File: src/design/adc_uart_pkg.sv
// ADC to UART shared definitions
package adc_uart_pkg;

	// ==================================================
	// Timing constants
	// ==================================================

	// Clocks between successive CONVST rising edges
	localparam int sample_period_cycles = 2000;
	// CONVST high time covering the conversion
	localparam int conv_wait_cycles = 80;
	// Clocks per SCK half period
	localparam int sck_half_cycles = 2;
	// Clocks per UART bit
	localparam int baud_cycles = 8;

	// ==================================================
	// Widths and sizes
	// ==================================================

	localparam int sample_bits = 12;
	// SD, OS, S1, S0, UNI, SLP
	localparam int config_bits = 6;
	// "chN=0x" plus four hex digits plus CR LF
	localparam int message_bytes = 12;

	typedef logic [2:0] channel_t;
	typedef logic [sample_bits-1:0] sample_t;
	typedef logic [7:0] char_t;

	// One result tagged with the channel it was converted on
	typedef struct packed {
		channel_t channel;
		sample_t value;
	} adc_sample_t;

	// Reader FSM
	typedef enum logic [1:0] {
		reader_idle,
		reader_convert,
		reader_shift
	} reader_state_t;

	// Framer FSM
	typedef enum logic [1:0] {
		framer_idle,
		framer_send,
		framer_wait_done
	} framer_state_t;

endpackage

File: src/design/adc_uart_streamer.sv
// ADC to serial streamer top
`timescale 1ns/1ps

module adc_uart_streamer (
	input  logic                    pll0_clock0,
	input  logic                    master_reset_n,
	input  adc_uart_pkg::channel_t  channel,
	input  logic                    sdo,
	output logic                    convst,
	output logic                    sck,
	output logic                    sdi,
	output logic                    tx
);
	import adc_uart_pkg::*;

	// Reader to framer
	adc_sample_t sample;
	logic sample_strobe;
	// Framer to serializer
	char_t tx_byte;
	logic byte_strobe;
	logic byte_done;

	// ==================================================
	// ADC readout
	// ==================================================

	ltc2308_reader reader_0 (
		.pll0_clock0(pll0_clock0),
		.master_reset_n(master_reset_n),
		.channel(channel),
		.sdo(sdo),
		.convst(convst),
		.sck(sck),
		.sdi(sdi),
		.sample(sample),
		.sample_strobe(sample_strobe)
	);

	// Text line per sample
	sample_text_framer framer_0 (
		.pll0_clock0(pll0_clock0),
		.master_reset_n(master_reset_n),
		.sample(sample),
		.sample_strobe(sample_strobe),
		.byte_done(byte_done),
		.tx_byte(tx_byte),
		.byte_strobe(byte_strobe)
	);

	// Serial output
	uart_tx_serializer serializer_0 (
		.pll0_clock0(pll0_clock0),
		.master_reset_n(master_reset_n),
		.tx_byte(tx_byte),
		.byte_strobe(byte_strobe),
		.tx(tx),
		.byte_done(byte_done)
	);

endmodule

File: src/design/ltc2308_reader.sv
// LTC2308 conversion and readout
`timescale 1ns/1ps

module ltc2308_reader (
	input  logic                       pll0_clock0,
	input  logic                       master_reset_n,
	input  adc_uart_pkg::channel_t     channel,
	input  logic                       sdo,
	output logic                       convst,
	output logic                       sck,
	output logic                       sdi,
	output adc_uart_pkg::adc_sample_t  sample,
	output logic                       sample_strobe
);
	import adc_uart_pkg::*;

	reader_state_t state;
	logic [$clog2(sample_period_cycles)-1:0] period_count;
	logic [$clog2(conv_wait_cycles)-1:0] wait_count;
	logic [$clog2(sck_half_cycles)-1:0] half_count;
	logic [$clog2(sample_bits)-1:0] bit_count;
	// Config word still to go out on SDI, MSB first
	logic [config_bits-1:0] config_shift;
	// Channel sent with the current frame
	channel_t config_channel;
	// Channel the current conversion really runs on
	channel_t converted_channel;
	sample_t result_shift;
	logic launch;
	logic half_end;
	logic rise_tick;
	logic result_ready;

	// ==================================================
	// Conversion period timer
	// ==================================================

	// Free running, so CONVST edges stay exactly one period apart
	assign launch = (period_count == sample_period_cycles - 1);

	always_ff @(posedge pll0_clock0 or negedge master_reset_n) begin
		if (!master_reset_n) begin
			period_count <= '0;
		end else if (launch) begin
			period_count <= '0;
		end else begin
			period_count <= period_count + 1'b1;
		end
	end

	// SCK divider decodes
	assign half_end = (half_count == sck_half_cycles - 1);
	assign rise_tick = (state == reader_shift) && !sck && half_end;
	// First high cycle of the last SCK pulse, all 12 bits are in
	assign result_ready = (state == reader_shift) && sck && (half_count == 0) &&
		(bit_count == sample_bits - 1);

	// ==================================================
	// Conversion and SPI FSM
	// ==================================================

	always_ff @(posedge pll0_clock0 or negedge master_reset_n) begin
		if (!master_reset_n) begin
			state <= reader_idle;
			convst <= 1'b0;
			sck <= 1'b0;
			sdi <= 1'b0;
			wait_count <= '0;
			half_count <= '0;
			bit_count <= '0;
			config_shift <= '0;
			config_channel <= '0;
			converted_channel <= '0;
			sample_strobe <= 1'b0;
		end else begin
			sample_strobe <= result_ready;
			case (state)
				reader_idle: begin
					if (launch) begin
						convst <= 1'b1;
						wait_count <= '0;
						// Word applies to the next conversion
						config_channel <= channel;
						converted_channel <= config_channel;
						// Single ended, odd, select 1, select 0, unipolar, awake
						config_shift <= {1'b1, channel[0], channel[2], channel[1], 1'b1, 1'b0};
						state <= reader_convert;
					end
				end
				reader_convert: begin
					if (wait_count == conv_wait_cycles - 1) begin
						convst <= 1'b0;
						// First config bit ahead of the first SCK rise
						sdi <= config_shift[config_bits-1];
						config_shift <= config_shift << 1;
						half_count <= '0;
						bit_count <= '0;
						state <= reader_shift;
					end else begin
						wait_count <= wait_count + 1'b1;
					end
				end
				reader_shift: begin
					if (!half_end) begin
						half_count <= half_count + 1'b1;
					end else begin
						half_count <= '0;
						sck <= !sck;
						// Falling edge
						if (sck) begin
							if (bit_count == sample_bits - 1) begin
								state <= reader_idle;
							end else begin
								bit_count <= bit_count + 1'b1;
								// Zeros follow once the word is out
								sdi <= config_shift[config_bits-1];
								config_shift <= config_shift << 1;
							end
						end
					end
				end
				default: state <= reader_idle;
			endcase
		end
	end

	// Result shift register and output sample
	always_ff @(posedge pll0_clock0) begin
		if (rise_tick) begin
			result_shift <= {result_shift[sample_bits-2:0], sdo};
		end
		if (result_ready) begin
			sample.channel <= converted_channel;
			sample.value <= result_shift;
		end
	end

endmodule

File: src/design/sample_text_framer.sv
// Sample to text line framer
`timescale 1ns/1ps

module sample_text_framer (
	input  logic                       pll0_clock0,
	input  logic                       master_reset_n,
	input  adc_uart_pkg::adc_sample_t  sample,
	input  logic                       sample_strobe,
	input  logic                       byte_done,
	output adc_uart_pkg::char_t        tx_byte,
	output logic                       byte_strobe
);
	import adc_uart_pkg::*;

	framer_state_t state;
	// Position within "chN=0xHHHH\r\n"
	logic [$clog2(message_bytes)-1:0] byte_index;
	adc_sample_t held_sample;
	// Result zero extended to four hex digits
	logic [15:0] hex_value;
	logic accept;

	// Upper case ASCII hex digit
	function automatic char_t hex_char(input logic [3:0] nibble);
		if (nibble < 4'd10) begin
			return 8'h30 + {4'h0, nibble};
		end
		// 'A' minus ten
		return 8'h37 + {4'h0, nibble};
	endfunction

	// Samples arriving mid line are dropped
	assign accept = (state == framer_idle) && sample_strobe;
	// One strobe per byte, the send state lasts a single cycle
	assign byte_strobe = (state == framer_send);
	assign hex_value = {{(16 - sample_bits){1'b0}}, held_sample.value};

	// ==================================================
	// Character select
	// ==================================================

	always_comb begin
		case (byte_index)
			4'd0: tx_byte = "c";
			4'd1: tx_byte = "h";
			// ASCII channel digit
			4'd2: tx_byte = 8'h30 + {5'b0, held_sample.channel};
			4'd3: tx_byte = "=";
			4'd4: tx_byte = "0";
			4'd5: tx_byte = "x";
			// Most significant nibble first
			4'd6: tx_byte = hex_char(hex_value[15:12]);
			4'd7: tx_byte = hex_char(hex_value[11:8]);
			4'd8: tx_byte = hex_char(hex_value[7:4]);
			4'd9: tx_byte = hex_char(hex_value[3:0]);
			// CR then LF
			4'd10: tx_byte = 8'h0d;
			4'd11: tx_byte = 8'h0a;
			default: tx_byte = 8'h00;
		endcase
	end

	// ==================================================
	// Line FSM
	// ==================================================

	always_ff @(posedge pll0_clock0 or negedge master_reset_n) begin
		if (!master_reset_n) begin
			state <= framer_idle;
			byte_index <= '0;
		end else begin
			case (state)
				framer_idle: begin
					if (sample_strobe) begin
						byte_index <= '0;
						state <= framer_send;
					end
				end
				// Byte handed to the serializer this cycle
				framer_send: state <= framer_wait_done;
				framer_wait_done: begin
					if (byte_done) begin
						if (byte_index == message_bytes - 1) begin
							// LF sent, line complete
							state <= framer_idle;
						end else begin
							byte_index <= byte_index + 1'b1;
							state <= framer_send;
						end
					end
				end
				default: state <= framer_idle;
			endcase
		end
	end

	// Sample held for the whole line
	always_ff @(posedge pll0_clock0) begin
		if (accept) begin
			held_sample <= sample;
		end
	end

endmodule

File: src/design/uart_tx_serializer.sv
// UART 8N1 transmitter
`timescale 1ns/1ps

module uart_tx_serializer (
	input  logic                 pll0_clock0,
	input  logic                 master_reset_n,
	input  adc_uart_pkg::char_t  tx_byte,
	input  logic                 byte_strobe,
	output logic                 tx,
	output logic                 byte_done
);
	import adc_uart_pkg::*;

	logic busy;
	logic [$clog2(baud_cycles)-1:0] baud_count;
	// 0 start, 1 to 8 data, 9 stop
	logic [3:0] bit_index;
	char_t data_shift;
	logic baud_end;
	logic load;

	assign baud_end = (baud_count == baud_cycles - 1);
	// Strobes while busy are ignored
	assign load = !busy && byte_strobe;
	// Last cycle of the stop bit
	assign byte_done = busy && baud_end && (bit_index == 4'd9);

	// ==================================================
	// Bit timing and line driver
	// ==================================================

	always_ff @(posedge pll0_clock0 or negedge master_reset_n) begin
		if (!master_reset_n) begin
			busy <= 1'b0;
			baud_count <= '0;
			bit_index <= '0;
			// Line idles high
			tx <= 1'b1;
		end else if (load) begin
			busy <= 1'b1;
			baud_count <= '0;
			bit_index <= '0;
			// Start bit
			tx <= 1'b0;
		end else if (busy) begin
			if (!baud_end) begin
				baud_count <= baud_count + 1'b1;
			end else begin
				baud_count <= '0;
				if (bit_index == 4'd9) begin
					busy <= 1'b0;
				end else begin
					bit_index <= bit_index + 1'b1;
					// Stop bit after the eighth data bit
					tx <= (bit_index == 4'd8) ? 1'b1 : data_shift[0];
				end
			end
		end
	end

	// Data bits, LSB first
	always_ff @(posedge pll0_clock0) begin
		if (load) begin
			data_shift <= tx_byte;
		end else if (busy && baud_end && (bit_index < 4'd8)) begin
			data_shift <= data_shift >> 1;
		end
	end

endmodule

File: config.mk
export PLATFORM = sky130hd
export DESIGN_NAME = adc_uart_streamer
export DESIGN_NICKNAME = d
export VERILOG_FILES = /design/src/design/adc_uart_pkg.sv /design/src/design/adc_uart_streamer.sv /design/src/design/ltc2308_reader.sv /design/src/design/sample_text_framer.sv /design/src/design/uart_tx_serializer.sv
export SDC_FILE = /design/constraint.sdc
export NUM_CORES = 1
export LEC_CHECK = 0
export ABC_AREA = 1
export BUFFER_PORTS_ARGS = -buffer_cell sky130_fd_sc_hd__buf_2
export CAP_MARGIN = 20
export CORE_ASPECT_RATIO = 0.6
export CORE_MARGIN = 2
export CORE_UTILIZATION = 46
export DETAILED_ROUTE_END_ITERATION = 10
export HOLD_SLACK_MARGIN = 0.06
export PLACE_DENSITY_LB_ADDON = 0.2
export REMOVE_ABC_BUFFERS = 1
export SETUP_SLACK_MARGIN = 0.5
export SYNTH_ARGS = -nofsm -noshare
export SYNTH_HDL_FRONTEND = slang
export SYNTH_SLANG_ARGS = --single-unit
File: constraint.sdc
create_clock -name pll0_clock0 -period 3.2 [get_ports pll0_clock0]
set_input_delay 0.48 -clock pll0_clock0 [delete_from_list [all_inputs] [get_ports pll0_clock0]]
set_output_delay 0.48 -clock pll0_clock0 [all_outputs]
set_load 0.02 [all_outputs]
==> impl_metrics.py, run 1 <==
metrics = {
    "die": {
        "die_area_um2": 11800,
        "core.rowCount": 29,
        "start_util": 0.475,
        "io_pins": 10,
        "die_y_um": 85.0,
        "die_x_um": 139,
        "core_area_um2": 10600,
    },
    "power": {
        "ir_drop_v": 0.000270,
        "p_sw_uw": 493,
        "switching_share": 0.204,
        "comb_power_share": 0.009,
        "power.total_mw": 2.42,
        "pwr-share-seq": 0.575,
        "p_per_area_nw_per_um2": 437,
        "leakage_nw": 2.48,
        "internal_power_mw": 1.92,
        "clockPowerShare": 0.416,
    },
    "cells_and_area": {
        "multi_input_comb_area_um2": 1920,
        "final_util": 0.521,
        "final_net_count": 589,
        "area_growth_pct": 9.74,
        "final_common_cell": "nand2_1",
        "fill_cells": 978,
        "diodes": 0,
        "drive_gt1_frac": 0.0949,
        "final_cell_mix": "nand2_1, inv_1, dfrtp_1, nor2_1, nand3_1",
        "seq_area_um2": 2850,
    },
    "drt": {
        "wl_um": 9700,
        "drc": 0,
        "routedWlPerCell_um": 13.7,
        "vias": 3588,
        "dr.pass1.iters": 4,
        "vias_per_cell": 5.07,
        "drtIter0Drc": 329,
        "postRouteAntennaNets": 0,
    },
    "sta": {
        "fmax_mhz": 486,
        "hold_ws_ns": 0.141,
        "tns_ns": 0,
        "drv_slew": 0,
        "fin_skew_ns": 0.00762,
        "period_minus_slack_ns": 2.06,
        "hold_viol": 0,
        "finalWorstSetupSlack_ns": 1.14,
        "rsz0062_at_grt": "false",
        "setup_viol": 0,
        "min_period_over_period": 0.643,
        "worst_slew_pin_slew_ns": 1.02,
        "slew-limit-headroom": 0.311,
    },
    "placement": {
        "post-place-ws_ns": 1.10,
        "io_buffers": 9,
        "gp_congestion": 0.949,
        "post-dp-hpwl_um": 7270,
    },
    "clock_network": {
        "cts_buffer_depth": 2,
        "htree_num_levels": 3,
        "clock_latency_ns": 0.34,
        "clockRootBuffer": "clkbuf_16",
        "ctsHoldBuffers": 0,
        "cts.sinks": 104,
        "numCtsBuffers": 9,
        "cts_tree": "built",
        "post_cts_buffers": 0,
        "cts_resized": 0,
        "path_clk_slew_ns": 0.07,
    },
    "critical_path": {
        "end_kind": "flop",
        "required_ns": 3.16,
        "startpoint": "reader_0.state[0]",
        "path_max_fanout": 12,
        "crit_path_max_incr_delay_ns": 0.77,
        "cp_data_arrival_time_ns": 2.02,
        "critPathSlowestCell": "nor2_1",
        "r2r-start": "reader_0.state[0]",
        "path_class": "reg2reg",
        "startpoint_type": "flop",
        "crit_chain": "inv_1, ha_1, nand2_1, nor2_1",
    },
    "grt": {
        "grt_pass1_wl_um": 16500,
        "grt_pass1_vias": 3299,
        "grt_max_degree": 31,
        "gr-total-overflow": 0,
        "grtUsageTotal": 0.177,
        "antenna_found_initial": 0,
    },
    "yosys": {
        "synth_area_per_cell_um2": 9.22,
        "ys_seq_elements": 104,
        "synth.distinct_cells": 34,
        "yosysWarnings": 0,
        "seq_area_frac_synth": 0.566,
        "syn_inst": 546,
        "syn_area_um2": 5030,
    },
    "run_status": {
        "outcome": "completed",
    },
    "min_path": {
        "hp-class": "in2async",
    },
    "flow_run": {
        "drv_cap": 0,
    },
}
sequential cells by signal (all words and copies together), names as in the netlist, 2 cells and up:
register	cells
framer_0.state	2
reader_0.wait_count	7
reader_0.result_shift	12
reader_0.bit_count	4
serializer_0.data_shift	7
reader_0.period_count	11
serializer_0.bit_index	4
framer_0.held_sample	15
reader_0.converted_channel	3
framer_0.byte_index	4
reader_0.sample	15
reader_0.state	2
serializer_0.baud_count	3
reader_0.config_shift	5
reader_0.config_channel	3
worst max-delay path, delay by kind of cell (launching register included):
| kind | cells | cell delay (ns) |
|---|---|---|
| adders and majority gates | 1 | 0.28 |
| buffers and inverters | 1 | 0.10 |
| DFF | 1 | 0.41 |
| and+or+nand+nor | 2 | 0.88 |
synthesized netlist by cell type:
| master | number | area [µm²] |
|---|---|---|
| nor2_2 | 3 | 18.8 |
| nor3_1 | 7 | 35.0 |
| edfxtp_1 | 49 | 1470 |
| o21ai_0 | 29 | 145 |
| nand3b_1 | 1 | 7.51 |
| nor2_8 | 1 | 20.0 |
| or2_2 | 4 | 25.0 |
| a31o_2 | 1 | 8.76 |
| o21ai_1 | 8 | 40.0 |
| clkinv_1 | 1 | 3.75 |
| inv_1 | 63 | 236 |
| nand3_2 | 2 | 20.0 |
| a21boi_0 | 1 | 7.51 |
| a21oi_1 | 9 | 45.0 |
| buf_2 | 3 | 15.0 |
| nor4_1 | 1 | 6.26 |
| inv_4 | 1 | 6.26 |
| xnor2_1 | 2 | 17.5 |
| nand2_1 | 153 | 574 |
| o21ai_4 | 1 | 16.3 |
| clkbuf_2 | 1 | 5.00 |
| nand3_1 | 50 | 250 |
| nand2_4 | 4 | 45.0 |
| nand2_2 | 3 | 18.8 |
| ha_1 | 19 | 238 |
| o21a_1 | 1 | 7.51 |
| inv_2 | 2 | 7.51 |
| nand4_1 | 8 | 50.1 |
| dfstp_2 | 1 | 26.3 |
| xor2_1 | 8 | 70.1 |
| nor2_1 | 51 | 191 |
| dfrtp_1 | 54 | 1350 |
| o21ai_2 | 2 | 17.5 |
| nand3_4 | 2 | 35.0 |
final cells by class:
type / instances / share of cell area
clock buffers: 10 / 0.0414
well taps: 139 / 0.0315
clock inverters: 6 / 0.00747
multi-input cells: 371 / 0.347
inverters: 67 / 0.0460
repair buffers: 11 / 0.0109
flip-flops and latches: 104 / 0.516
path summary, 6_finish.rpt:
check                                             to  slack, ns  depth (start not counted)
max                        reader_0.result_shift[11]       1.14                          4
min                           reader_0.wait_count[4]       0.14                          1
max reg2reg                reader_0.result_shift[11]       1.14                          4
min reg2reg                  framer_0.held_sample[3]       0.42                          0
max in group asynchronous            serializer_0.tx       2.18                          2
min in group pll0_clock0    reader_0.result_shift[0]       0.35                          1
stage by stage:
stage | cell area (µm²) | cells
final | 5520 | 708
after global routing | 5520 | 708
after CTS | 5520 | 708
after detailed placement | 5250 | 692
after global placement | 5250 | 692
after floorplan | 5010 | 542
power groups by stage:
stage	Combinational [mW]	Sequential [mW]	Clock [mW]
floorplan	0.00160	1.42	0
global placement	0.0215	1.42	0
detailed placement	0.0222	1.42	0
CTS	0.0222	1.39	1.04
global route	0.0250	1.39	1.10
finish	0.0207	1.39	1.01
logic make-up (layout without fill, tap and decap cells):
family / Yosys count / in the layout / share of synthesized area
simple gates: 290 / 290 / 0.258
flops: 104 / 104 / 0.566
buf+inv: 71 / 94 / 0.0544
compound gates: 52 / 52 / 0.0572
fa+ha+maj: 19 / 19 / 0.0472
xor+xnor: 10 / 10 / 0.0174
metal layers:
layer  GRT usage  wire, µm  vias to the layer above
met5           0         0                        -
li1            -         -                     1818
met1       0.281      5230                     1649
met3      0.0491       633                        8
met2       0.239      3770                      113
met4      0.0386        70                        0
No activity file was read; power rests on OpenSTA's default activity.
==> run 2, diff against run 1 <==
==> constraint.sdc (replaced) <==
create_clock -name pll0_clock0 -period 2.1 [get_ports pll0_clock0]
set_input_delay 0.315 -clock pll0_clock0 [delete_from_list [all_inputs] [get_ports pll0_clock0]]
set_output_delay 0.315 -clock pll0_clock0 [all_outputs]
set_load 0.02 [all_outputs]
==> run 2 against run 1 <==
Via count rose by 5.3%. Critical path type unchanged. Non-clock buffer count rose by 22. Sequential power rose by 53%. Die area did not move. Cell count rose by 3.1%.
==> impl_metrics.py, run 2 (same netlist as run 1, synthesis figures left out) <==
metrics = {
    "clock_network": {
        "clock_latency_ns": 0.34,
        "cts_buffer_depth": 2,
        "clockRootBuffer": "clkbuf_16",
        "cts.sinks": 104,
        "htree_num_levels": 3,
        "cts_tree": "built",
        "path_clk_slew_ns": 0.07,
        "numCtsBuffers": 9,
    },
    "sta": {
        "setup_viol": 0,
        "slew-limit-headroom": 0.588,
        "drv_slew": 0,
        "worst_slew_pin_slew_ns": 0.617,
        "tns_ns": 0,
        "fmax_mhz": 604,
        "hold_viol": 0,
        "period_minus_slack_ns": 1.66,
        "min_period_over_period": 0.788,
        "rsz0062_at_grt": "true",
        "finalWorstSetupSlack_ns": 0.444,
        "fin_skew_ns": 0.00720,
    },
    "die": {
        "io_pins": 10,
        "die_area_um2": 11800,
        "die_x_um": 139,
        "die_y_um": 85.0,
        "core_area_um2": 10600,
        "start_util": 0.475,
        "core.rowCount": 29,
    },
    "cells_and_area": {
        "final_net_count": 611,
        "fill_cells": 912,
        "final_util": 0.571,
        "area_growth_pct": 20.2,
        "final_common_cell": "nand2_1",
        "reg_top3": "framer_0.held_sample x15, reader_0.sample x15, reader_0.result_shift x12",
        "layout.cells.non_filler": 730,
        "diodes": 0,
        "drive_gt1_frac": 0.225,
        "final_cell_mix": "nand2_1, inv_1, edfxtp_1, dfrtp_1, nor2_1",
    },
    "critical_path": {
        "path_max_fanout": 8,
        "startpoint": "reader_0.bit_count[0]",
        "r2r-start": "reader_0.bit_count[0]",
        "end_kind": "flop",
        "cp_data_arrival_time_ns": 1.71,
        "startpoint_type": "flop",
        "required_ns": 2.16,
        "path_class": "reg2reg",
    },
    "drt": {
        "vias_per_cell": 5.17,
        "routedWlPerCell_um": 14.9,
        "drtIter0Drc": 333,
        "wl_um": 10900,
        "dr.pass1.iters": 5,
        "vias": 3777,
        "postRouteAntennaNets": 0,
        "drc": 0,
    },
    "placement": {
        "gp_congestion": 0.947,
        "io_buffers": 9,
        "dp_cells": 697,
        "post-dp-hpwl_um": 7520,
        "post-place-ws_ns": 0.279,
    },
    "run_status": {
        "outcome": "completed",
    },
    "power": {
        "ir_drop_v": 0.000481,
        "p_per_area_nw_per_um2": 643,
        "power.total_mw": 3.89,
        "leakage_nw": 2.62,
    },
    "grt": {
        "antenna_found_initial": 0,
        "grt_max_degree": 24,
        "grtUsageTotal": 0.190,
        "gr-total-overflow": 0,
        "grt_pass1_wl_um": 17600,
        "grt_pass1_vias": 3496,
    },
    "flow_run": {
        "drv_cap": 0,
    },
    "min_path": {
        "hp-start": "sdo",
        "hp-class": "in2reg",
    },
}
==> run 2: cell types whose count changed in the layout (fill, tap and decap cells not counted), moves of 6 or more <==
cell and change:
ha_4 +10, nor2_1 -7, buf_4 +18, inv_2 +7
nand3_1 -9, nand2_1 -7, nand3_2 +7, inv_1 -10
ha_1 -14, o21ai_0 -6
==> run 2: worst paths after layout <==
check	end	slack, ns	depth (start not counted)
max reg2reg	reader_0.sample[10]	0.44	4
min in group asynchronous	reader_0.wait_count[6]	0.48	2
max in group asynchronous	serializer_0.tx	0.89	3
min reg2reg	framer_0.held_sample[13]	0.41	0
max	reader_0.sample[10]	0.44	4
min	reader_0.result_shift[0]	0.14	1
==> run 2: worst max-delay path, cell delays in order, from the launching register on <==
cell,delay [ns]
dfrtp_1,0.39
ha_2,0.20
nand3b_1,0.17
nor4_4,0.40
buf_6,0.21
==> run 2: routing by layer <==
metal  track usage  vias to the layer above  share of wire
met5             0                        -              0
met4        0.0450                        0          0.014
met3        0.0463                       17          0.060
met2         0.255                      109           0.40
met1         0.307                     1786           0.53
li1              -                     1865              -
==> run 2: report_power, final <==
| part | total (mW) | switching, mW | internal, mW |
|---|---|---|---|
| logic | 0.0354 | 0.0276 | 0.00783 |
| clock network | 1.74 | 0.783 | 0.952 |
| registers | 2.12 | 0 | 2.12 |
| total | 3.89 | 0.811 | 3.08 |
==> run 2: repair_timing <==
action                                  4_1_cts  5_1_grt
hold buffers                                  1        0
endpoints found under the setup margin       34       70
resized for setup                            21       69
setup buffers                                 3       12
cloned                                        1        0
pin swaps                                     4       15
hold endpoints to repair                     21        0
==> run 2: final cells by class <==
| cell class | instances | area, µm² | area share |
|---|---|---|---|
| clock buffer | 9 | 225 | 0.0372 |
| clock inverter | 7 | 87.6 | 0.0145 |
| inverter | 67 | 263 | 0.0434 |
| multi-input combinational | 371 | 2210 | 0.365 |
| sequential | 104 | 2860 | 0.472 |
| tap | 139 | 174 | 0.0287 |
| timing repair buffer | 33 | 239 | 0.0395 |
==> run 2: per-stage QoR <==
step / instance area (µm²) / hold slack, ns
after floorplan: 5010 / 0.0194
after global placement: 5290 / 0.319
after global routing: 6050 / 0.126
final: 6050 / 0.143
after CTS: 5700 / 0.127
after detailed placement: 5290 / 0.335
